$ cat config.mk
export PLATFORM = sky130hd
export DESIGN_NAME = bank_crossbar
export DESIGN_NICKNAME = d
export VERILOG_FILES = /design/src/verilog/mem_sys_pkg.sv /design/src/verilog/bank_crossbar.sv
export SDC_FILE = /design/constraint.sdc
export NUM_CORES = 1
export LEC_CHECK = 0
export ABC_AREA = 1
export BUFFER_PORTS_ARGS = -buffer_cell sky130_fd_sc_hd__clkbuf_2
export CAP_MARGIN = 20
export CORE_AREA = 2 2 130 132
export DETAILED_ROUTE_END_ITERATION = 8
export DIE_AREA = 0 0 132 134
export GPL_TIMING_DRIVEN = 1
export PLACE_DENSITY_LB_ADDON = 0.05
export SYNTH_ARGS = -nofsm -noshare
export SYNTH_HDL_FRONTEND = slang
export SYNTH_SLANG_ARGS = --single-unit
$ cat constraint.sdc
create_clock -name clk_i -period 2.1 [get_ports clk_i]
set_clock_uncertainty 0.1 [all_clocks]
set_input_delay 0.21 -clock clk_i [delete_from_list [all_inputs] [get_ports clk_i]]
set_output_delay 0.21 -clock clk_i [all_outputs]
set_load 0.01 [all_outputs]
$ cat src/verilog/mem_sys_pkg.sv
package mem_sys_pkg;

  // --------------------------------------------------------------------------
  // sizes of the tile memory system
  // --------------------------------------------------------------------------
  localparam int num_ports_lp   = 2;    // port 0 is instruction, port 1 is data.
  localparam int num_banks_lp   = 4;
  localparam int bank_words_lp  = 256;
  localparam int haddr_width_lp = 32;
  localparam int hdata_width_lp = 32;

  typedef logic [haddr_width_lp-1:0]         haddr_t;
  typedef logic [hdata_width_lp-1:0]         hdata_t;
  typedef logic [(hdata_width_lp>>3)-1:0]    hmask_t;
  typedef logic [1:0]                        htrans_t;
  typedef logic [2:0]                        hsize_t;
  typedef logic [$clog2(num_banks_lp)-1:0]   bank_id_t;
  typedef logic [$clog2(bank_words_lp)-1:0]  bank_addr_t;
  typedef logic [$clog2(num_ports_lp)-1:0]   port_id_t;

  // only the transfer and size codes that the core ever issues.
  localparam htrans_t htrans_idle_lp   = 2'b00;
  localparam htrans_t htrans_nonseq_lp = 2'b10;
  localparam hsize_t  hsize_byte_lp    = 3'b000;
  localparam hsize_t  hsize_half_lp    = 3'b001;
  localparam hsize_t  hsize_word_lp    = 3'b010;

  // --------------------------------------------------------------------------
  // bundles passed between the blocks
  // --------------------------------------------------------------------------
  typedef struct packed {
    haddr_t  haddr;
    logic    hwrite;
    hsize_t  hsize;
    htrans_t htrans;
    hdata_t  hwdata;
  } hasti_req_s;

  typedef struct packed {
    hdata_t hrdata;
    logic   hready;
  } hasti_rsp_s;

  typedef struct packed {
    logic   w;
    haddr_t addr;    // byte address, always word aligned.
    hdata_t data;
    hmask_t mask;
  } mem_req_s;

  typedef struct packed {
    logic       w;
    bank_addr_t bank_addr;
    hdata_t     data;
    hmask_t     mask;
    port_id_t   port;
  } bank_req_s;

  typedef struct packed {
    hdata_t   data;
    port_id_t port;
  } bank_rsp_s;

  typedef enum logic [1:0] {idle, wait_yumi, wait_rsp} conv_state_e;

endpackage
$ cat src/verilog/bank_crossbar.sv
`timescale 1ns/1ns

module bank_crossbar
  ( input clk_i
   ,input reset_i

   ,input  [mem_sys_pkg::num_ports_lp-1:0]                          m_v_i
   ,input  mem_sys_pkg::mem_req_s [mem_sys_pkg::num_ports_lp-1:0]   m_req_i
   ,output logic [mem_sys_pkg::num_ports_lp-1:0]                    m_yumi_o

   ,output logic [mem_sys_pkg::num_banks_lp-1:0]                    bank_v_o
   ,output mem_sys_pkg::bank_req_s [mem_sys_pkg::num_banks_lp-1:0]  bank_req_o
  );
  import mem_sys_pkg::*;

  bank_id_t   [num_ports_lp-1:0]                 port_bank;
  bank_addr_t [num_ports_lp-1:0]                 port_bank_addr;
  logic       [num_banks_lp-1:0][num_ports_lp-1:0] want;
  logic       [num_banks_lp-1:0]                 conflict;
  port_id_t   [num_banks_lp-1:0]                 winner;
  port_id_t   [num_banks_lp-1:0]                 prio_r;  // winner of the next conflict.

  // banks are interleaved on word address, the rest indexes the bank.
  always_comb
  begin
    for (int p = 0; p < num_ports_lp; p++)
    begin
      port_bank[p]      = m_req_i[p].addr[2 +: $bits(bank_id_t)];
      port_bank_addr[p] = m_req_i[p].addr[2 + $bits(bank_id_t) +: $bits(bank_addr_t)];
    end
  end

  always_comb
  begin
    for (int b = 0; b < num_banks_lp; b++)
    begin
      for (int p = 0; p < num_ports_lp; p++)
        want[b][p] = m_v_i[p] && (port_bank[p] == bank_id_t'(b));

      // two ports only, so without a conflict the single requester wins.
      conflict[b] = &want[b];
      winner[b]   = conflict[b] ? prio_r[b] : port_id_t'(want[b][1]);

      bank_v_o[b]             = |want[b];
      bank_req_o[b].w         = m_req_i[winner[b]].w;
      bank_req_o[b].bank_addr = port_bank_addr[winner[b]];
      bank_req_o[b].data      = m_req_i[winner[b]].data;
      bank_req_o[b].mask      = m_req_i[winner[b]].mask;
      bank_req_o[b].port      = winner[b];
    end

    for (int p = 0; p < num_ports_lp; p++)
      m_yumi_o[p] = m_v_i[p] && (winner[port_bank[p]] == port_id_t'(p));
  end

  always_ff @(posedge clk_i)
  begin
    if (reset_i)
      prio_r <= '0;
    else
      for (int b = 0; b < num_banks_lp; b++)
      begin
        if (conflict[b])
          prio_r[b] <= ~winner[b];  // the loser goes first next time.
      end
  end

endmodule

After elaboration in Yosys (flattened, before gate mapping)
Cells that the tools add are included.

Order comparisons: 6. Shift operators: 0. Divide/modulo/power cells: 0. $add $sub $neg: 0. Muxes and demuxes: 24. $mul: 0. Reductions and logical operators: 20. Bitwise operators: 5. Eq/ne operators: 6.

Operators by type and width (count): $mux 69 (8); $mux 8 (8); $logic_and 1x1->1 (10); $eq 2x2->1 const B (4); $lt 1x2->1 const B (4); $reduce_and 2->1 (4); $reduce_or 2->1 (4); $lt 2x3->1 const B (2); $mux 1 (6); $not 1->1 (5); $bmux 1 s2 (2); $eq 2x1->1 const B (2); $logic_not 2->1 (2).

Memories kept: 0. Latch bits: 0. Output and inout bits: 190. Bits in writable memories: 0. Logic and storage cells: 65. Bits of input ports: 142. Bits in read-only memories: 0. Register bits: 4.

Depth between registers and ports, before layout
Word-level depth: 8. Mapped depth: 8. Mapped depth without buffers: 7.

Worst setup path after synthesis
OpenSTA, ideal clock, no wires.

Path kind: input port to output port. Start: in m_req_i[107] (netlist name). End: out bank_req_o[100] (netlist name). Arrival time: 1167 ps. Path buffers: 2. Stages: 7. Path slack: 623 ps. Cells stage by stage: inv_1 nand2_1 nor2_1 o21ai_1 buf_2 buf_2 o21ai_0.

RTL lines: start: declaration (RTL line bank_crossbar.sv:8) `,input mem_sys_pkg::mem_req_s [mem_sys_pkg::num_ports_lp-1:0] m_req_i`; end: declaration (RTL line bank_crossbar.sv:12) `,output mem_sys_pkg::bank_req_s [mem_sys_pkg::num_banks_lp-1:0] bank_req_o`.

Final worst setup path
Start: in m_req_i[39] (netlist name). End: out m_yumi_o[0] (netlist name).

Word-level cells in the longest chain between the ends: 8. Elaborated cells on any way between the ends: 20. Those cells by class: eq/ne: 3; mux: 6; bitwise: 1; reduce/logical: 10.

RTL lines: $eq 2x1->1 (tied with other cells) (RTL line bank_crossbar.sv:38) `want[b][p] = m_v_i[p] && (port_bank[p] == bank_id_t'(b));`; $logic_and 1x1->1 (RTL line bank_crossbar.sv:38); $reduce_and 2->1 (RTL line bank_crossbar.sv:41) `conflict[b] = &want[b];`; $mux 1 (RTL line bank_crossbar.sv:42) `winner[b] = conflict[b] ? prio_r[b] : port_id_t'(want[b][1]);`; $bmux 1 s2 * (RTL line bank_crossbar.sv:53) `m_yumi_o[p] = m_v_i[p] && (winner[port_bank[p]] == port_id_t'(p));`; $mux 1 (not written as such) * (RTL line bank_crossbar.sv:53); $not 1->1 * (RTL line bank_crossbar.sv:53); $logic_and 1x1->1 * (RTL line bank_crossbar.sv:53); end: declaration (RTL line bank_crossbar.sv:9) `,output logic [mem_sys_pkg::num_ports_lp-1:0] m_yumi_o`.

Mark *: on every way between the ends. The rest lies on a longest branch, timed or not. The select of a mux whose other input is x is not followed.

==> results.cfg <==
[outcome]
status = completed

[clock_tree]
cts_buffers = 3
cts_buffer_depth = 2
post_cts_resized = 0
clkTransAtPathRegs_ns = 0.03
ctsHoldBuffers = 0
cts_setup_buffers = 0
cts_root_buf = clkbuf_16
cts_tree = built
clk_latency_ns = 0.23
cts_max_level = 1
clock_sinks = 4

[logic_synthesis]
synth_seq_cells = 4
syn_area_per_cell_um2 = 4.56
async_flop_share_pct = 0
synthSimpleGateAreaFrac_pct = 35.0
synthCells = 518
synthAdderAreaFrac_pct = 0
ys_types = 18
ys.flop_type = dfxtp_1
synth_edf_count = 0
synth_fp_nets = 660
synth_top_family_by_area = compound AO/OA/AOI/OAI gates
synth_compound_area_share_pct = 42.2
yosys_warnings = 0
ys_seq_area_share_pct = 3.39
synthMuxAreaShare_pct = 0
netlist_area_mm2 = 0.00236
synth_xor_area_share_pct = 0

[sta]
setup_viol = 0
hold_violations = 0
fin_tns_setup_ns = 0
maxSlewViolCount = 0
max_freq_mhz = 550
fin_crit_sh_pct = 86.6
slew_headroom_pct = 75.1
fin_crit_ns = 1.82
tightest_slew_ns = 0.372
rsz0062_at_grt = false

[placed_design]
io_buffers = 287
place.gp.congestion = 0.793
hpwlAfterDp_um = 10500

[pwr]
p_comb_share_pct = 71.4
sequentialPowerShare_pct = 5.9
p_per_area_mw_per_mm2 = 323
vdd.ir_drop.worst_mv = 0.204
pwr-share-clk_pct = 22.6
netSwitchingPower_w = 0.000637
p_leak_nw = 2.67
p_int_w = 0.000697
p_sw_share_pct = 47.8
power_w = 0.00133

[final_layout]
final_common_cell = clkbuf_2
multi_input_area_mm2 = 0.00186
layout.area.seq_um2 = 80.1
largest_reg_flops = 4
antennaDiodeCount = 0
regMostFlops = prio_r
top_regs = prio_r (4)
fillers = 1950
num-nets-final = 921
layout_common_cells = clkbuf_2 (287), nand2_1 (196), o21ai_0 (163)
drive_gt1_share_pct = 39.3
syn_to_final_growth_pct = 74.9

[flow_run]
drv_cap = 0

[setup_path]
crit_top_cell = clkbuf_2
start_kind = input port
cp_num_cells = 8
slowest_delay_ns = 0.25
crit_fanout = 48
crit_chain = clkbuf_2, inv_1, nand3_1, o21ai_4, buf_12, o21ai_0, nor2_1, clkbuf_2
cp_slowest_cell = o21ai_4
cp_data_required_time_ns = 1.79
r2r_cells = 2
crit_buf_inv = 4
r2r_setup_slack_ns = 1.18
critPathCaptureType = primary output
crit_type = in -> out
cp_top_family = buffers and inverters
crit_arrival_ns = 1.51

[floorplan]
die_h_um = 134
rows = 47
fp.dieW_um = 132
start_util_pct = 14.5
io_pins = 332
coreArea_mm2 = 0.0163
fp.dieArea_mm2 = 0.0177

[hold_path]
hold_class = in -> reg
worstHoldPathCells = 2

[global_route]
overflow = 0
grt_max_degree = 57
track_usage_pct = 13.8
grt_antenna_before_repair = 0
grt_pass1_vias = 3808
grt_pass1_wl_um = 19900

[route]
drt_first_pass_iters = 6
ant_nets = 0
wl_um = 13100
drt-vias-per-instance = 4.23
drt_iter0_drc = 160
drc = 0
num_vias = 4219
wire_per_inst_um = 13.1
layer usage:
layer | vias to the layer above | share of wire [%] | global-route usage, %
li1 | 2189 | - | -
met1 | 1867 | 40 | 15.3
met2 | 145 | 53 | 27.0
met3 | 18 | 5.6 | 2.00
met4 | 0 | 2.1 | 3.62
met5 | - | 0 | 0
worst paths after layout:
| kind | start | end |
|---|---|---|
| min | reset_i | prio_r[3] |
| max reg2reg | prio_r[3] | prio_r[3] |
| max | m_req_i[39] | m_yumi_o[0] |
| min reg2reg | prio_r[1] | prio_r[1] |
cell families after synthesis:
logic type,after synthesis
buf+inv,103
simple gates,215
flops,4
compound gates,196
power by group through the flow:
stage | clock network, W | logic [W] | registers (W)
after floorplan | 0 | 0.000478 | 0.0000793
after global placement | 0 | 0.000966 | 0.0000799
after detailed placement | 0 | 0.000971 | 0.0000799
after CTS | 0.000309 | 0.000974 | 0.0000789
after global routing | 0.000317 | 0.00107 | 0.0000790
final | 0.000302 | 0.000953 | 0.0000789
cells in the mapped netlist (3+ instances only):
cell,count,area [um2]
o21ai_0,163,816
o211ai_1,3,22.5
o21ai_1,24,120
nand3_1,5,25.0
buf_2,24,120
dfxtp_1,4,80.1
a21oi_1,4,20.0
nand2_1,196,736
nor2_1,9,33.8
clkbuf_1,4,15.0
inv_1,63,236
buf_4,11,82.6
area by class of cell:
| cell class | count | share of cell area, % |
|---|---|---|
| Clock buffer | 3 | 1.82 |
| Tap cell | 220 | 6.66 |
| Multi-Input combinational cell | 411 | 45.0 |
| Timing Repair Buffer | 296 | 38.8 |
| Inverter | 63 | 5.72 |
| Sequential cell | 4 | 1.94 |
stage by stage:
step                      area (um2)  cells  utilization, %  setup WS, ns  hold WS (ns)
after floorplan                 2360    518               -         0.623         0.179
after global routing            4130    997            25.4         0.112         0.140
after global placement          4060    994            24.9         0.257         0.373
final                           4130    997            25.4         0.280         0.124
after detailed placement        4060    994            24.9         0.268         0.364
after CTS                       4130    997            25.4         0.263         0.126
(Power assumes the default switching activity.)
