--- src/verilog/mem_sys_pkg.sv ---
package mem_sys_pkg;

  // --------------------------------------------------------------------------
  // sizes of the tile memory system
  // --------------------------------------------------------------------------
  localparam int num_ports_lp   = 2;    // port 0 is instruction, port 1 is data.
  localparam int num_banks_lp   = 4;
  localparam int bank_words_lp  = 256;
  localparam int haddr_width_lp = 32;
  localparam int hdata_width_lp = 32;

  typedef logic [haddr_width_lp-1:0]         haddr_t;
  typedef logic [hdata_width_lp-1:0]         hdata_t;
  typedef logic [(hdata_width_lp>>3)-1:0]    hmask_t;
  typedef logic [1:0]                        htrans_t;
  typedef logic [2:0]                        hsize_t;
  typedef logic [$clog2(num_banks_lp)-1:0]   bank_id_t;
  typedef logic [$clog2(bank_words_lp)-1:0]  bank_addr_t;
  typedef logic [$clog2(num_ports_lp)-1:0]   port_id_t;

  // only the transfer and size codes that the core ever issues.
  localparam htrans_t htrans_idle_lp   = 2'b00;
  localparam htrans_t htrans_nonseq_lp = 2'b10;
  localparam hsize_t  hsize_byte_lp    = 3'b000;
  localparam hsize_t  hsize_half_lp    = 3'b001;
  localparam hsize_t  hsize_word_lp    = 3'b010;

  // --------------------------------------------------------------------------
  // bundles passed between the blocks
  // --------------------------------------------------------------------------
  typedef struct packed {
    haddr_t  haddr;
    logic    hwrite;
    hsize_t  hsize;
    htrans_t htrans;
    hdata_t  hwdata;
  } hasti_req_s;

  typedef struct packed {
    hdata_t hrdata;
    logic   hready;
  } hasti_rsp_s;

  typedef struct packed {
    logic   w;
    haddr_t addr;    // byte address, always word aligned.
    hdata_t data;
    hmask_t mask;
  } mem_req_s;

  typedef struct packed {
    logic       w;
    bank_addr_t bank_addr;
    hdata_t     data;
    hmask_t     mask;
    port_id_t   port;
  } bank_req_s;

  typedef struct packed {
    hdata_t   data;
    port_id_t port;
  } bank_rsp_s;

  typedef enum logic [1:0] {idle, wait_yumi, wait_rsp} conv_state_e;

endpackage
--- src/verilog/hasti_converter.sv ---
`timescale 1ns/1ns

module hasti_converter
  ( input clk_i
   ,input reset_i

   ,input  mem_sys_pkg::hasti_req_s [mem_sys_pkg::num_ports_lp-1:0] hasti_req_i
   ,output mem_sys_pkg::hasti_rsp_s [mem_sys_pkg::num_ports_lp-1:0] hasti_rsp_o

   ,output logic [mem_sys_pkg::num_ports_lp-1:0]                    m_v_o
   ,output mem_sys_pkg::mem_req_s [mem_sys_pkg::num_ports_lp-1:0]   m_req_o
   ,input  [mem_sys_pkg::num_ports_lp-1:0]                          m_yumi_i
   ,input  [mem_sys_pkg::num_ports_lp-1:0]                          m_v_i
   ,input  mem_sys_pkg::hdata_t [mem_sys_pkg::num_ports_lp-1:0]     m_data_i
  );
  import mem_sys_pkg::*;

  for (genvar p = 0; p < num_ports_lp; p++)
  begin : g_port
    conv_state_e state_r;
    haddr_t      addr_r;
    logic        write_r;
    hsize_t      size_r;
    hdata_t      rdata_r;
    hmask_t      wmask;
    logic        ready;
    logic        addr_phase;

    assign ready      = (state_r == idle) || (state_r == wait_rsp && m_v_i[p]);
    assign addr_phase = (hasti_req_i[p].htrans == htrans_nonseq_lp) && ready;

    always_ff @(posedge clk_i)
    begin
      if (reset_i)
        state_r <= idle;
      else if (addr_phase)
        state_r <= wait_yumi;  // also covers a new transfer in the last data cycle.
      else
        case (state_r)
          wait_yumi: if (m_yumi_i[p]) state_r <= wait_rsp;
          wait_rsp:  if (m_v_i[p])    state_r <= idle;
          default:   state_r <= idle;
        endcase

      if (addr_phase)
      begin
        addr_r  <= hasti_req_i[p].haddr;
        write_r <= hasti_req_i[p].hwrite;
        size_r  <= hasti_req_i[p].hsize;
      end

      // held until the next response so a stalled master still sees it.
      if (state_r == wait_rsp && m_v_i[p])
        rdata_r <= m_data_i[p];
    end

    always_comb
    begin
      unique case (size_r)
        hsize_byte_lp: wmask = hmask_t'(4'b0001) << addr_r[1:0];
        hsize_half_lp: wmask = hmask_t'(4'b0011) << {addr_r[1], 1'b0};
        default:       wmask = '1;
      endcase
    end

    // hwdata is expected on its byte lanes and is held through the data phase.
    assign m_v_o[p]        = (state_r == wait_yumi);
    assign m_req_o[p].w    = write_r;
    assign m_req_o[p].addr = {addr_r[haddr_width_lp-1:2], 2'b00};
    assign m_req_o[p].data = hasti_req_i[p].hwdata;
    assign m_req_o[p].mask = write_r ? wmask : '1;

    assign hasti_rsp_o[p].hready = ready;
    assign hasti_rsp_o[p].hrdata = m_v_i[p] ? m_data_i[p] : rdata_r;
  end

endmodule

--- config.mk ---
export PLATFORM = sky130hd
export DESIGN_NAME = hasti_converter
export DESIGN_NICKNAME = d
export VERILOG_FILES = /design/src/verilog/mem_sys_pkg.sv /design/src/verilog/hasti_converter.sv
export SDC_FILE = /design/constraint.sdc
export NUM_CORES = 1
export LEC_CHECK = 0
export BUFFER_PORTS_ARGS = -buffer_cell sky130_fd_sc_hd__buf_2
export CAP_MARGIN = 40
export CORE_AREA = 2 2 160 162
export DETAILED_ROUTE_END_ITERATION = 7
export DIE_AREA = 0 0 162 164
export SLEW_MARGIN = 10
export SYNTH_ARGS = -nofsm -noshare
export SYNTH_HDL_FRONTEND = slang
export SYNTH_SLANG_ARGS = --single-unit
--- constraint.sdc ---
create_clock -name clk_i -period 8.4 [get_ports clk_i]
set_clock_uncertainty 0.1 [all_clocks]
set_input_delay 1.26 -clock clk_i [delete_from_list [all_inputs] [get_ports clk_i]]
set_output_delay 1.26 -clock clk_i [all_outputs]
set_load 0.05 [all_outputs]
* After elaboration in Yosys (flattened, before gate mapping)
Index checks and enable logic that the tools add are counted.
** Word-level totals
- Register bits after elaboration :: 140
- Bits in latches :: 0
- RAM bits :: 0
- Bits in read-only memories :: 0
- Input bits :: 210
- Output and inout bits :: 206
- Word-level logic and storage cells :: 62
- Memories :: 0
** Cells by class
- $add $sub $neg :: 0
- $mul :: 0
- Div/mod/pow operators :: 0
- Order comparisons :: 0
- Eq/ne operators :: 16
- Shifts and indexed selects :: 4
- Mux-type cells :: 14
- Bitwise logic cells :: 0
- Reductions and logical operators :: 16
** Operators by type and width (count)
- two-way mux 32 bit :: 2
- one-hot mux 4 bit (2 select lines) :: 2
- equality test 2 bit (second input constant) :: 4
- two-way mux 2 bit :: 4
- two-way mux 4 bit :: 2
- one-hot mux 2 bit (2 select lines) :: 2
- AND reduction 2 bit :: 4
- << shifter 1 x 2 -> 4 bit (first input constant) :: 2
- << shifter 2 x 2 -> 4 bit (first input constant) :: 2
- equality test 3 x 1 -> 1 bit (second input constant) :: 2
- logical NOT 3 bit :: 2
- != test 3 x 1 -> 1 bit (second input constant) :: 2
- != test 3 bit (second input constant) :: 2
- equality test 2 x 1 -> 1 bit (second input constant) :: 2
- logical AND 1 bit :: 4
- logical NOT 2 bit :: 2
- != test 2 x 1 -> 1 bit (second input constant) :: 2
- != test 2 bit (second input constant) :: 2
- OR reduction 2 bit :: 2
- logical OR 1 bit :: 2
- two-way mux 1 bit :: 2

* Longest topological paths before layout
- Depth after elaboration :: 6
- Gate-level depth with buffers :: 4
- Depth with buffers taken out :: 2

* Worst setup path before layout
Ideal clock, no wire load.
- Kind :: in2reg
- From :: input m_v_i[0] (netlist bit)
- To :: register g_port[0].addr_r[0] (enable)
- Setup time :: 0.474 ns
- Arrival time :: 4.007 ns
- Required time :: 7.826 ns
- Slack :: 3.819 ns
- Cell stages on the path :: 3
- Buffers on the path :: 1
- Path through :: buf_2 > nor2b_1 > nor3_1
** Between the ends
- Longest elaborated chain between the ends :: 3
** RTL lines
- start: declaration :: RTL line hasti_converter.sv:13 : ,input [mem_sys_pkg::num_ports_lp-1:0] m_v_i
- logical AND 1 bit :: RTL line hasti_converter.sv:29 : assign ready = (state_r == idle) || (state_r == wait_rsp && m_v_i[p]);
- logical OR 1 bit :: RTL line hasti_converter.sv:29
- logical AND 1 bit :: RTL line hasti_converter.sv:30 : assign addr_phase = (hasti_req_i[p].htrans == htrans_nonseq_lp) && ready;
- named net g_port[0].addr_phase :: RTL line hasti_converter.sv:27 : logic addr_phase;
- end signal: assignment :: RTL line hasti_converter.sv:47 : addr_r <= hasti_req_i[p].haddr;
- end: declaration :: RTL line hasti_converter.sv:21 : haddr_t addr_r;
The timed path passes the listed nets, and every way through them passes these cells.
A chain may end at the register's enable or synchronous reset.

==> results.py <==
metrics = {
    "critical_path": {
        "cp-start-kind": "input port",
        "startpoint": "m_v_i[1]",
        "required_ns": 7.04,
        "worstReg2RegStart": "g_port[0].state_r[1]",
        "crit_path_max_fanout": 35,
        "end_kind": "output pin",
        "crit_type": "in -> out",
        "arrival_ns": 2.49,
    },
    "die": {
        "die_w_um": 162,
        "dieArea_mm2": 0.0266,
        "rows": 58,
        "io_pins": 416,
        "die_y_um": 164,
        "coreArea_mm2": 0.0248,
        "start_util_pct": 24.8,
    },
    "grt": {
        "grt_pass1_vias": 3324,
        "grt_usage_pct": 9.28,
        "busiest_layer": "met2",
        "grt_util_met1_pct": 11.3,
        "grtUsageMet3_pct": 4.65,
        "antenna_found_initial": 1,
        "use_met2_pct": 13.5,
        "gr-total-overflow": 0,
        "grt_pass1_wl_um": 18300,
        "grt_max_degree": 37,
    },
    "placed_design": {
        "io_buffers": 283,
        "dp_cells": 865,
        "post_dp_cell_area_mm2": 0.00701,
        "place_congestion": 0.722,
        "hpwlAfterDp_um": 9380,
    },
    "timing": {
        "setup_tns_ns": 0,
        "relSlewSlack_pct": 46.7,
        "min_period_over_period_pct": 45.9,
        "rsz0062_at_grt": "no",
        "hold_viol_final": 0,
        "min_period_ns": 3.85,
        "worst_pin_slew_ns": 0.799,
        "finalSetupViolCount": 0,
        "max_freq_mhz": 260,
        "drv_slew": 0,
    },
    "finish": {
        "areaGrowthSynthToFinish_pct": 23.1,
        "fin_nets": 764,
        "final_area_mm2": 0.00759,
        "final_common_cell": "buf_2",
        "post-route-util_pct": 30.6,
        "layout-drive-gt1-share_pct": 56.8,
        "final_cell_mix": "283 x buf_2, 136 x edfxtp_1, 64 x mux2_1",
        "stdcell_count": 897,
        "diodes": 0,
    },
    "routing": {
        "drt-total-wl_um": 12600,
        "num_vias": 3399,
        "first_iter_violations": 98,
        "dr.pass1.iters": 4,
        "post_drt_via_cell_ratio": 3.79,
        "route.detailed.drc": 0,
        "wl_per_cell_um": 14.1,
        "drtAntennaViolNets": 0,
    },
    "job": {
        "cap_violations": 0,
    },
    "clock_tree": {
        "h-tree-depth": 4,
        "hold_buffers": 0,
        "cts.sinks": 140,
        "clkTransAtPathRegs_ns": 0.06,
        "cts_tree": "built",
        "cts_resized": 0,
        "cts_root_buffer": "clkbuf_16",
        "numCtsBuffers": 17,
        "clk_path_buf_depth": 2,
        "clk_latency_ns": 0.41,
        "post-cts-setup-buffer-count": 0,
    },
    "logic_synthesis": {
        "avgSynthCellArea_um2": 16.0,
        "synth.distinct_cells": 20,
        "synth_cells": 385,
        "synthesis.area_mm2": 0.00617,
        "seq_area_frac_synth_pct": 67.5,
        "synth-seq-cells": 140,
        "yosys_warnings": 0,
    },
    "pwr": {
        "p_per_area_mw_per_mm2": 233,
        "power.total_mw": 1.77,
        "leakagePower_nw": 3.03,
        "ir_drop_mv": 0.0946,
    },
    "worst_hold_path": {
        "min_path_type": "reg -> reg",
        "worst_hold_startpoint": "g_port[1].state_r[0]",
    },
    "status": {
        "status": "complete, no violations",
    },
}
## where the power goes
| group | internal [mW] | switching, mW | leakage, nW |
|---|---|---|---|
| logic | 0.0606 | 0.169 | 1.47 |
| clock network | 0.443 | 0.304 | 0.275 |
| registers | 0.790 | 0.00603 | 1.28 |
| total | 1.29 | 0.478 | 3.03 |
## path summary, 6_finish.rpt
check | cells past startpoint | endpoint | slack [ns]
max reg2reg | 3 | g_port[0].addr_r[20] | 6.73
max | 3 | hasti_rsp_o[34] | 4.55
min reg2reg | 2 | g_port[1].state_r[1] | 0.50
min | 2 | g_port[1].state_r[1] | 0.50
## cells in the mapped netlist
cell      number  share of area, %
inv_1          2              0.12
or3b_1         2              0.28
a21oi_1        2              0.16
nor2_1         6              0.37
nor3_1         2              0.16
edfxtp_1     136                66
o41ai_1        2              0.28
nand2_1        2              0.12
nand3b_1       2              0.24
dfxtp_1        4               1.3
buf_2          2              0.16
mux2_1        64                12
o21ai_1        4              0.32
nor3b_1        2              0.24
or4b_1         2              0.32
nor2b_1        6              0.61
buf_4        138                17
conb_1         1             0.061
nand2b_1       2              0.20
o21ai_0        4              0.32
## sequential cells by signal (all words and copies together) (netlist names)
register / count
g_port.addr_r: 64
g_port.rdata_r: 64
g_port.size_r: 6
g_port.state_r: 4
g_port.write_r: 2
## stage by stage
step                hold WS (ns)  setup slack, ns
floorplan                  0.420             3.82
detailed placement         0.492             4.53
global placement           0.476             4.52
CTS                        0.500             4.53
finish                     0.502             4.55
global route               0.536             4.44
## routing by layer
layer | share of wire [%] | routed length, um
met5 | 0 | 0
met2 | 45 | 5700
met1 | 42 | 5350
met4 | 1.7 | 212
met3 | 11 | 1380
## kinds of logic (layout without fill, tap and decap cells)
family	after synthesis	in the layout	share of synthesized area, %
AO/OA/AOI/OAI	12	12	1.10
other	1	4	0.0608
AND/OR/NAND/NOR	26	26	2.56
flip-flops	140	140	67.5
multiplexers	64	64	11.7
buffers and inverters	142	321	17.1
## cell type report
class	count	area, um^2
fillers	2562	17200
flip-flops and latches	140	4160
repair buffers	287	1450
multi-input cells	106	976
clock buffers	18	429
well taps	330	413
clock inverters	14	156
inverters	2	7.51
## worst max-delay path: stages
cell    delay (ns)
buf_2         0.61
mux2_1        0.39
buf_2         0.22
Note: power is estimated with default switching activity, not from simulation.
