File: src/verilog/mem_sys_pkg.sv
package mem_sys_pkg;

  // --------------------------------------------------------------------------
  // sizes of the tile memory system
  // --------------------------------------------------------------------------
  localparam int num_ports_lp   = 2;    // port 0 is instruction, port 1 is data.
  localparam int num_banks_lp   = 4;
  localparam int bank_words_lp  = 256;
  localparam int haddr_width_lp = 32;
  localparam int hdata_width_lp = 32;

  typedef logic [haddr_width_lp-1:0]         haddr_t;
  typedef logic [hdata_width_lp-1:0]         hdata_t;
  typedef logic [(hdata_width_lp>>3)-1:0]    hmask_t;
  typedef logic [1:0]                        htrans_t;
  typedef logic [2:0]                        hsize_t;
  typedef logic [$clog2(num_banks_lp)-1:0]   bank_id_t;
  typedef logic [$clog2(bank_words_lp)-1:0]  bank_addr_t;
  typedef logic [$clog2(num_ports_lp)-1:0]   port_id_t;

  // only the transfer and size codes that the core ever issues.
  localparam htrans_t htrans_idle_lp   = 2'b00;
  localparam htrans_t htrans_nonseq_lp = 2'b10;
  localparam hsize_t  hsize_byte_lp    = 3'b000;
  localparam hsize_t  hsize_half_lp    = 3'b001;
  localparam hsize_t  hsize_word_lp    = 3'b010;

  // --------------------------------------------------------------------------
  // bundles passed between the blocks
  // --------------------------------------------------------------------------
  typedef struct packed {
    haddr_t  haddr;
    logic    hwrite;
    hsize_t  hsize;
    htrans_t htrans;
    hdata_t  hwdata;
  } hasti_req_s;

  typedef struct packed {
    hdata_t hrdata;
    logic   hready;
  } hasti_rsp_s;

  typedef struct packed {
    logic   w;
    haddr_t addr;    // byte address, always word aligned.
    hdata_t data;
    hmask_t mask;
  } mem_req_s;

  typedef struct packed {
    logic       w;
    bank_addr_t bank_addr;
    hdata_t     data;
    hmask_t     mask;
    port_id_t   port;
  } bank_req_s;

  typedef struct packed {
    hdata_t   data;
    port_id_t port;
  } bank_rsp_s;

  typedef enum logic [1:0] {idle, wait_yumi, wait_rsp} conv_state_e;

endpackage
File: src/verilog/hasti_stall_shim.sv
`timescale 1ns/1ns

module hasti_stall_shim
  ( input clk_i
   ,input reset_i
   ,input stall_i

   ,input  mem_sys_pkg::hasti_req_s [mem_sys_pkg::num_ports_lp-1:0] master_req_i
   ,output mem_sys_pkg::hasti_rsp_s [mem_sys_pkg::num_ports_lp-1:0] master_rsp_o

   ,output mem_sys_pkg::hasti_req_s [mem_sys_pkg::num_ports_lp-1:0] conv_req_o
   ,input  mem_sys_pkg::hasti_rsp_s [mem_sys_pkg::num_ports_lp-1:0] conv_rsp_i
  );
  import mem_sys_pkg::*;

  logic stall_r;

  hasti_req_s [num_ports_lp-1:0] req_r;
  hasti_rsp_s [num_ports_lp-1:0] rsp_r;

  always_ff @(posedge clk_i)
  begin
    if (reset_i)
      stall_r <= 1'b0;
    else
      stall_r <= stall_i;

    // freeze both sides on the first stall cycle only.
    if (stall_i && !stall_r)
    begin
      req_r <= master_req_i;
      rsp_r <= conv_rsp_i;
    end
  end

  // --------------------------------------------------------------------------
  // stall_r high with stall_i low is the single replay cycle.
  // --------------------------------------------------------------------------
  always_comb
  begin
    for (int p = 0; p < num_ports_lp; p++)
    begin
      conv_req_o[p] = stall_r ? req_r[p] : master_req_i[p];

      if (stall_i)
        conv_req_o[p].htrans = htrans_idle_lp;
      else if (stall_r && !rsp_r[p].hready)
        conv_req_o[p].htrans = htrans_idle_lp;  // master did not see this address phase taken.

      master_rsp_o[p].hrdata = stall_r ? rsp_r[p].hrdata : conv_rsp_i[p].hrdata;

      if (stall_r && !stall_i)
        master_rsp_o[p].hready = rsp_r[p].hready;
      else
        master_rsp_o[p].hready = !stall_i && conv_rsp_i[p].hready;
    end
  end

  // A response that the converter finishes during the stall is not lost:
  // the converter keeps hrdata until its next transfer, and the master
  // sees it with hready once pass-through resumes.

endmodule

File: config.mk
export PLATFORM = sky130hd
export DESIGN_NAME = hasti_stall_shim
export DESIGN_NICKNAME = d
export VERILOG_FILES = /design/src/verilog/mem_sys_pkg.sv /design/src/verilog/hasti_stall_shim.sv
export SDC_FILE = /design/constraint.sdc
export NUM_CORES = 1
export LEC_CHECK = 0
export BUFFER_PORTS_ARGS = -buffer_cell sky130_fd_sc_hd__buf_2
export CORE_AREA = 2 2 162 164
export CTS_CLUSTER_SIZE = 8
export DETAILED_ROUTE_END_ITERATION = 12
export DIE_AREA = 0 0 164 166
export SETUP_SLACK_MARGIN = 0.02
export SYNTH_ARGS = -nofsm -noshare
export SYNTH_HDL_FRONTEND = slang
export SYNTH_SLANG_ARGS = --single-unit
File: constraint.sdc
create_clock -name clk_i -period 29 [get_ports clk_i]
set_clock_uncertainty 0.15 [all_clocks]
set_input_delay 4.35 -clock clk_i [delete_from_list [all_inputs] [get_ports clk_i]]
set_output_delay 4.35 -clock clk_i [all_outputs]
set_load 0.02 [all_outputs]
After elaboration in Yosys (flattened, before gate mapping)
Index checks and enable logic that the tools add are counted. W data, S select, Z words.

Muxes and demuxes: 10. Reduce and logical (&&, ||, !) cells: 10.

Operators by type and width (number): $mux W70 (2); $mux W32 (2); $mux W2 (4); $logic_and A1 B1 Y1 (6); $logic_not A1 Y1 (4); $mux W1 (2).

Register bits: 207. Bits of input ports: 209. Output and inout port bits: 206. Logic and storage cells: 35.

Depth between registers and ports, before layout
Gate-level depths: netlist (run 1).

Word-level depth: 4. Gate-level depth with buffers: 4. Depth with buffers taken out: 2.

Least setup slack after synthesis (run 1)
OpenSTA, ideal clock, no wires.

Path kind: in2reg. From: in stall_i. To: reg req_r[0] (netlist bit) (enable). Arrival time: 13.230 ns. Required time: 28.051 ns. Slack: 14.821 ns. Stages: 1. Path through: nor2b_1.

Cells in the longest elaborated chain, start to end: 1.

RTL lines: start, declared (RTL line hasti_stall_shim.sv:6) `,input stall_i`; $logic_and A1 B1 Y1 (RTL line hasti_stall_shim.sv:29) `if (stall_i && !stall_r)`; end signal, assigned (RTL line hasti_stall_shim.sv:31) `req_r <= master_req_i;`; end, declared (RTL line hasti_stall_shim.sv:18) `hasti_req_s [num_ports_lp-1:0] req_r;`.

Every way passes these cells. A chain may end at the register's enable or synchronous reset.

==> results of run 1 <==
-- worst paths after layout --
path | slack, ns | end
setup reg to reg | 25.67 | req_r[61]
setup / recovery | 19.51 | conv_req_o[33]
hold / removal | 1.26 | req_r[96]
hold reg to reg | 1.26 | req_r[96]
-- worst max-delay path: stages --
cell and delay (ns):
buf_2 0.16, a21oi_1 0.25, buf_2 0.22
-- cells in the mapped netlist --
cell type	number	share of area, %
edfxtp_1	206	70
mux2_2	200	26
buf_6	19	2.4
a21oi_1	4	0.23
nand2b_1	4	0.28
nand3_1	4	0.23
buf_2	2	0.11
buf_4	2	0.17
mux2i_1	2	0.23
nor2_1	2	0.085
nor2b_1	2	0.14
dfxtp_1	1	0.23
-- cells by family after synthesis --
logic type	after synthesis	share of synthesized area [%]
DFF	207	70.5
muxes	202	25.8
buffers and inverters	23	2.72
and+or+nand+nor	12	0.739
AOI/OAI and AO/OA	4	0.227
-- stage by stage --
stage / instance area (µm²) / setup WS, ns / cells / utilization, % / power (W)
2_1_floorplan: 8800 / 14.82 / 448 / - / 0.000431
3_3_place_gp: 11100 / 19.51 / 1179 / 43.3 / 0.000470
3_5_place_dp: 11100 / 19.52 / 1179 / 43.3 / 0.000470
4_1_cts: 11900 / 19.52 / 1220 / 46.4 / 0.000773
5_1_grt: 11900 / 19.49 / 1221 / 46.4 / 0.000790
6_report: 11900 / 19.51 / 1221 / 46.4 / 0.000758
-- area by class of cell --
| cell class | instances | area, µm² | share of cell area, % |
|---|---|---|---|
| clock buffer | 41 | 771 | 6.49 |
| antenna | 1 | 2.50 | 0.0211 |
| multi-input combinational | 218 | 2360 | 19.9 |
| timing repair buffer | 419 | 2110 | 17.8 |
| tap | 335 | 419 | 3.53 |
| sequential | 207 | 6210 | 52.3 |
-- registers in the layout, summed over array words and instances, names as in the netlist --
name,cells
stall_r,1
rsp_r,66
req_r,140
-- power groups by stage --
stage | registers (W) | logic, W | clock network (W)
after floorplan | 0.000363 | 0.0000683 | 0
after global placement | 0.000360 | 0.000109 | 0
after detailed placement | 0.000361 | 0.000110 | 0
after CTS | 0.000355 | 0.000110 | 0.000307
after global routing | 0.000356 | 0.000116 | 0.000317
final | 0.000355 | 0.000108 | 0.000295
-- metal layers --
| layer | wire length [µm] | global-route usage (%) |
|---|---|---|
| met1 | 8480 | 18.2 |
| met2 | 10100 | 24.6 |
| met3 | 2350 | 5.37 |
| met4 | 697 | 5.15 |
| met5 | 13 | 0 |
==> impl_metrics.tcl, run 1 <==
set metrics [dict create \
    status "finished, final reports clean" \
    clk_pin_slew_ns 0.05 \
    dr.pass1.iters 4 \
    r2r_start "stall_r" \
    cts_made_buffers 29 \
    yosysWarnings 0 \
    worst_ep_arrival_time_ns 4.99 \
    drc 0 \
    seqPwrFrac_pct 46.8 \
    reg2reg_depth 3 \
    crit_type "input port to output pin" \
    clkLatencyLatePin_ns 0.51 \
    dpl.hpwl_mm 15.3 \
    max_cap_violations 0 \
    clk_path_buf_depth 3 \
    hold_depth 1 \
    cts_resized 0 \
    routed_wl_mm 21.7 \
    drtIter0Drc 309 \
    tns_ns 0 \
    drv_slew 0 \
    post_cts_buffers 0 \
    intPower_w 0.000574 \
    swShare_pct 24.2 \
    hold_violations 0 \
    startpoint_type "input port" \
    dieHeight_um 166 \
    clock.fmax_ghz 0.105 \
    worst-slew-pin-transition_ns 1.07 \
    holdCritStartpoint "stall_r" \
    min_path_type "flop to flop" \
    final_cell_mix "buf_2 (414), edfxtp_1 (206), mux2_2 (200)" \
    place_congestion 0.741 \
    die_w_um 164 \
    fillCellCount 2356 \
    ys_seq_elements 207 \
    ys_seq_area_share_pct 70.5 \
    final_nets 1084 \
    cts_htree_levels 1 \
    cts.sinks 207 \
    port_buffers 414 \
    area_delta_synth_final_pct 34.9 \
    grt_pass1_vias 5572 \
    rsz0062_at_grt "no" \
    netlist_instances 448 \
    post_cts_hold_buffer_count 0 \
    syn_avg_cell_area_um2 19.6 \
    io_pins 415 \
    holdWs_ns 1.26 \
    grt_max_degree 81 \
    core_um2 25600 \
    leakagePower_nw 4.80 \
    initial_core_util_pct 34.4 \
    viasPerCell 4.66 \
    setup_viol 0 \
    core.rowCount 59 \
    layout_min_cycle_time_ns 9.49 \
    grt_antenna_before_repair 3 \
    period_share_pct 32.7 \
    crit_start "stall_i" \
    worst_slew_margin_rel_pct 28.4 \
    drive_gt1_share_pct 73.4 \
    ant_nets 0 \
    vias 5684 \
    grt_overflow 0 \
    grt_pass1_wl_mm 31.9 \
    synthesis.area_um2 8800 \
    fp.dieArea_um2 27200 \
    vdd_drop_max_uv 41.8 \
    p_per_area_nw_per_um2 63.8 \
    avgRoutedWirePerCell_um 17.8 \
    cp.required_ns 24.50 \
    cts_tree "yes" \
    synth_nets 657 \
    grt_usage_pct 15.0 \
    clkPwrFrac_pct 38.9 \
    p_comb_share_pct 14.3 \
    cts_root_buf "clkbuf_16" \
    final_common_cell "buf_2" \
    worstPathMaxFanout 8 \
    end_kind "output pin" \
    ys_types 12 \
    power.switching_w 0.000184 \
]
Power figures use the tool's default switching activity.
==> run 2, diff against run 1 <==
CORE_AREA = default   (was 2 2 162 164)
CORE_ASPECT_RATIO = 0.5   (was default)
CORE_MARGIN = 2   (was default)
CORE_UTILIZATION = 42   (was default)
DIE_AREA = default   (was 0 0 164 166)
PLACE_DENSITY = 0.76   (was default)
clock period = 8.24 ns   (was 29 ns; I/O delays follow)
==> run 2 against run 1 <==
Sequential power rose to 3.5 times the previous value. Hold slack got worse by 0.55 ns. Core utilization rose by 11 points. Sequential share of layout area rose by 0.38 points. Largest power group unchanged.
==> impl_metrics.tcl, run 2 (synthesized netlist as in run 1, its figures left out) <==
set metrics [dict create \
    hold_violations 0 \
    post_cts_buffers 0 \
    end_kind "output pin" \
    p_per_area_nw_per_um2 227 \
    grt_pass1_vias 5637 \
    fp.dieArea_um2 22200 \
    clk_path_buf_depth 3 \
    grt_antenna_before_repair 2 \
    drtIter0Drc 389 \
    stdcell_count 1158 \
    post_cts_hold_buffer_count 0 \
    regMostFlops "req_r" \
    max_cap_violations 0 \
    placed_cells 1116 \
    area_delta_synth_final_pct 34.0 \
    min_path_type "input port to flop" \
    tns_ns 0 \
    leakagePower_nw 4.80 \
    vias 5600 \
    dr.pass1.iters 6 \
    die_w_um 209 \
    avgRoutedWirePerCell_um 18.8 \
    cts_tree "yes" \
    dpl.hpwl_mm 15.8 \
    core.rowCount 37 \
    ant_nets 0 \
    drc 0 \
    worst_ep_arrival_time_ns 3.04 \
    final_common_cell "buf_2" \
    setup_viol 0 \
    grt_max_degree 87 \
    viasPerCell 4.84 \
    largest_reg_flops 140 \
    drive_gt1_share_pct 73.4 \
    grt_pass1_wl_mm 31.7 \
    core_um2 20600 \
    port_buffers 414 \
    cts_resized 0 \
    cts_made_buffers 29 \
    startpoint_type "flop" \
    initial_core_util_pct 42.8 \
    crit_type "flop to output pin" \
    rsz0062_at_grt "no" \
    grt_overflow 0 \
    clkLatencyLatePin_ns 0.52 \
    worst-slew-pin-transition_ns 1.11 \
    cts_htree_levels 1 \
    worstPathMaxFanout 81 \
    cts.sinks 207 \
    cts_root_buf "clkbuf_16" \
    io_pins 415 \
    routed_wl_mm 21.7 \
    status "finished, final reports clean" \
    clock.fmax_ghz 0.226 \
    largestRegisters "req_r (140), rsp_r (66), stall_r (1)" \
    vdd_drop_max_uv 112 \
    layout_min_cycle_time_ns 4.43 \
    period_share_pct 53.7 \
    worst_slew_margin_rel_pct 25.8 \
    dieHeight_um 106 \
    final_nets 1083 \
    clk_pin_slew_ns 0.05 \
    cp.required_ns 6.85 \
    place_congestion 0.961 \
    final_cell_mix "buf_2 (414), edfxtp_1 (206), mux2_2 (200)" \
    grt_usage_pct 18.4 \
    drv_slew 0 \
]
run 2: changes by cell type in the layout (fill, tap and decap cells not counted), sizes merged:
cell / before / now
buf: 419 / 418
run 2: power breakdown:
part / total (W) / internal [W] / switching, W / leakage [nW]
logic: 0.000381 / 0.000160 / 0.000221 / 2.44
registers: 0.00125 / 0.00123 / 0.0000206 / 1.98
clock network: 0.00104 / 0.000633 / 0.000412 / 0.372
run 2: routing by layer:
metal  global-route usage, %  up-vias  routed length [µm]
met1                    23.2     2744                8980
met5                       0        -                   0
li1                        -     2640                   -
met4                    6.12        0                 554
met2                    31.7      173               11300
met3                    3.90       43                 899
run 2: final cells by class:
cell class | count | area (µm²)
Timing Repair Buffer | 418 | 2100
Sequential cell | 207 | 6210
Tap cell | 273 | 342
Multi-Input combinational cell | 218 | 2360
Antenna cell | 1 | 2.50
Fill cell | 1691 | 8760
Clock buffer | 41 | 771
run 2: stage by stage:
step	setup WS (ns)	hold slack [ns]	total power [W]	utilization, %	instance area (µm²)
6_report	3.81	0.713	0.00268	57.4	11800
5_1_grt	3.60	0.705	0.00278	57.4	11800
4_1_cts	3.79	0.697	0.00271	57.4	11800
3_5_place_dp	4.22	1.25	0.00165	53.6	11000
3_3_place_gp	4.33	1.26	0.00164	53.6	11000
2_1_floorplan	1.05	1.16	0.00151	-	8800
run 2: worst paths after layout:
path,slack [ns],end,from,depth (start not counted)
setup / recovery,3.81,master_rsp_o[6],stall_r,3
hold / removal,0.71,stall_r,reset_i,2
setup reg to reg,5.06,req_r[25],stall_r,2
hold reg to reg,1.43,rsp_r[0],stall_r,1
run 2: worst max-delay path, stage by stage (launching register included):
cell and delay, ns:
dfxtp_4 0.93, buf_4 0.91, mux2_2 0.44, buf_2 0.16
==> run 3, diff against run 2 <==
CORE_AREA = 2 2 162 164   (was default)
CORE_ASPECT_RATIO = default   (was 0.5)
CORE_MARGIN = default   (was 2)
CORE_UTILIZATION = default   (was 42)
DIE_AREA = 0 0 164 166   (was default)
PLACE_DENSITY = default   (was 0.76)
clock period = 4.5 ns   (was 8.24 ns; I/O delays follow)
==> run 3 against run 2 <==
Clock-buffer cell count up 2. Sequential power up 83%. Global-route usage fell by 4.2 points. Combinational power increased by 85%. Critical endpoint is now conv_req_o[116].
==> impl_metrics.tcl, run 3 (synthesized netlist as in run 1, its figures left out) <==
set metrics [dict create \
    grt_overflow 0 \
    seq_area_um2 6210 \
    end_kind "output pin" \
    worstPathMaxFanout 61 \
    place_congestion 0.801 \
    pre_cts_slack_ns 1.83 \
    intPower_w 0.00372 \
    holdCritStartpoint "reset_i" \
    startpoint_type "flop" \
    vdd_drop_max_uv 274 \
    clkLatencyLatePin_ns 0.53 \
    reg2reg_slack_ns 2.44 \
    tns_ns 0 \
    setup_viol 0 \
    grt_usage_pct 14.2 \
    clk_pin_slew_ns 0.05 \
    largest_reg_flops 140 \
    viasPerCell 4.56 \
    cp_num_cells 3 \
    multiInputGateArea_um2 2360 \
    cts_root_buf "clkbuf_16" \
    routed_wl_mm 20.8 \
    crit_start "stall_r" \
    drc 0 \
    cp_top_family "flip-flops" \
    area_delta_synth_final_pct 36.4 \
    vias 5604 \
    clock.fmax_ghz 0.312 \
    core_um2 25600 \
    swShare_pct 24.1 \
    worst-slew-pin-transition_ns 0.936 \
    cts_htree_levels 1 \
    fp.dieArea_um2 27200 \
    worst_slew_margin_rel_pct 37.6 \
    post_cts_hold_buffer_count 0 \
    rsz0062_at_grt "no" \
    cts.sinks 207 \
    leakagePower_nw 4.85 \
    dpl.hpwl_mm 15.0 \
    drive_gt1_share_pct 73.4 \
    seqPwrFrac_pct 46.7 \
    min_path_type "input port to flop" \
    crit_type "flop to output pin" \
    dr.pass1.iters 4 \
    fillCellCount 2311 \
    placed_cells 1183 \
    period_share_pct 71.1 \
    grt_max_degree 110 \
    cts_resized 0 \
    final_nets 1088 \
    grt_pass1_vias 5734 \
    core.rowCount 59 \
    grt_pass1_wl_mm 30.6 \
    ant_nets 0 \
    r2r_start "stall_r" \
    final_cell_mix "buf_2 (414), edfxtp_1 (206), mux2_2 (200)" \
    cpMaxStageDelayCell "dfxtp_4" \
    p_comb_share_pct 14.4 \
    clk_path_buf_depth 3 \
    hold_violations 0 \
    power.switching_w 0.00118 \
    layout_min_cycle_time_ns 3.20 \
    cp.required_ns 3.67 \
    regMostFlops "req_r" \
    dieHeight_um 166 \
    avgRoutedWirePerCell_um 16.9 \
    drv_slew 0 \
    slowest_delay_ns 0.95 \
    initial_core_util_pct 34.4 \
    crit_end "conv_req_o[116]" \
    post_cts_buffers 0 \
    port_buffers 414 \
    setup_slack_ns 1.30 \
    cts_tree "yes" \
    io_pins 415 \
    die_w_um 164 \
    grt_antenna_before_repair 3 \
    final_common_cell "buf_2" \
    worst_ep_arrival_time_ns 2.38 \
    cp_num_buf_inv 2 \
    p_per_area_nw_per_um2 409 \
    largestRegisters "req_r (140), rsp_r (66), stall_r (1)" \
    status "finished, final reports clean" \
    stdcell_count 1230 \
    cts_made_buffers 29 \
    path_cells "buf_12 > mux2_2 > buf_2" \
    drtIter0Drc 285 \
    reg2reg_to "req_r[46]" \
    clkPwrFrac_pct 38.9 \
    max_cap_violations 0 \
    reg2reg_depth 2 \
]
[run 3: cell count changes in the layout (fill, tap and decap cells not counted)]
cell / before / now
buf_12: 0 / 6
buf_4: 4 / 3
clkbuf_1: 12 / 14
diode_2: 1 / 3
inv_6: 0 / 1
[run 3: worst min-delay path by stage]
stage / endpoint / slack [ns] / depth (start not counted)
after floorplan: stall_r / 0.60 / 1
after global placement: stall_r / 0.67 / 2
after detailed placement: stall_r / 0.67 / 2
after CTS: stall_r / 0.09 / 2
after global routing: stall_r / 0.11 / 2
final: stall_r / 0.13 / 2
[run 3: final cells by class]
| cell class | instances | share of cell area [%] |
|---|---|---|
| clock inverters | 1 | 0.0730 |
| flip-flops and latches | 207 | 51.7 |
| well taps | 335 | 3.49 |
| multi-input cells | 218 | 19.7 |
| diodes | 3 | 0.0625 |
| repair buffers | 423 | 18.5 |
| clock buffers | 43 | 6.48 |
[run 3: worst register-to-register path, stage by stage, from the launching register on]
cell	delay, ns
dfxtp_4	0.95
nor2b_4	0.13
buf_12	0.24
[run 3: stage by stage]
step / utilization (%) / instance area [µm²] / power (W) / hold slack (ns)
floorplan: - / 8810 / 0.00275 / 0.597
global placement: 43.8 / 11200 / 0.00303 / 0.674
detailed placement: 43.8 / 11200 / 0.00304 / 0.674
CTS: 46.8 / 12000 / 0.00500 / 0.0889
global route: 46.9 / 12000 / 0.00512 / 0.107
finish: 46.9 / 12000 / 0.00490 / 0.134
[run 3: layer usage]
metal | up-vias | wire, µm | track usage [%]
met5 | - | 0 | 0
met4 | 0 | 768 | 6.75
met3 | 53 | 2000 | 4.17
met2 | 275 | 10300 | 24.8
met1 | 2616 | 7740 | 15.8
li1 | 2660 | - | -
[run 3: power by group through the flow]
stage | Sequential, W | Clock, W | Combinational [W]
after global placement | 0.00232 | 0 | 0.000712
after CTS | 0.00229 | 0.00199 | 0.000718
final | 0.00229 | 0.00191 | 0.000706
after detailed placement | 0.00232 | 0 | 0.000714
after floorplan | 0.00231 | 0 | 0.000441
after global routing | 0.00230 | 0.00207 | 0.000754
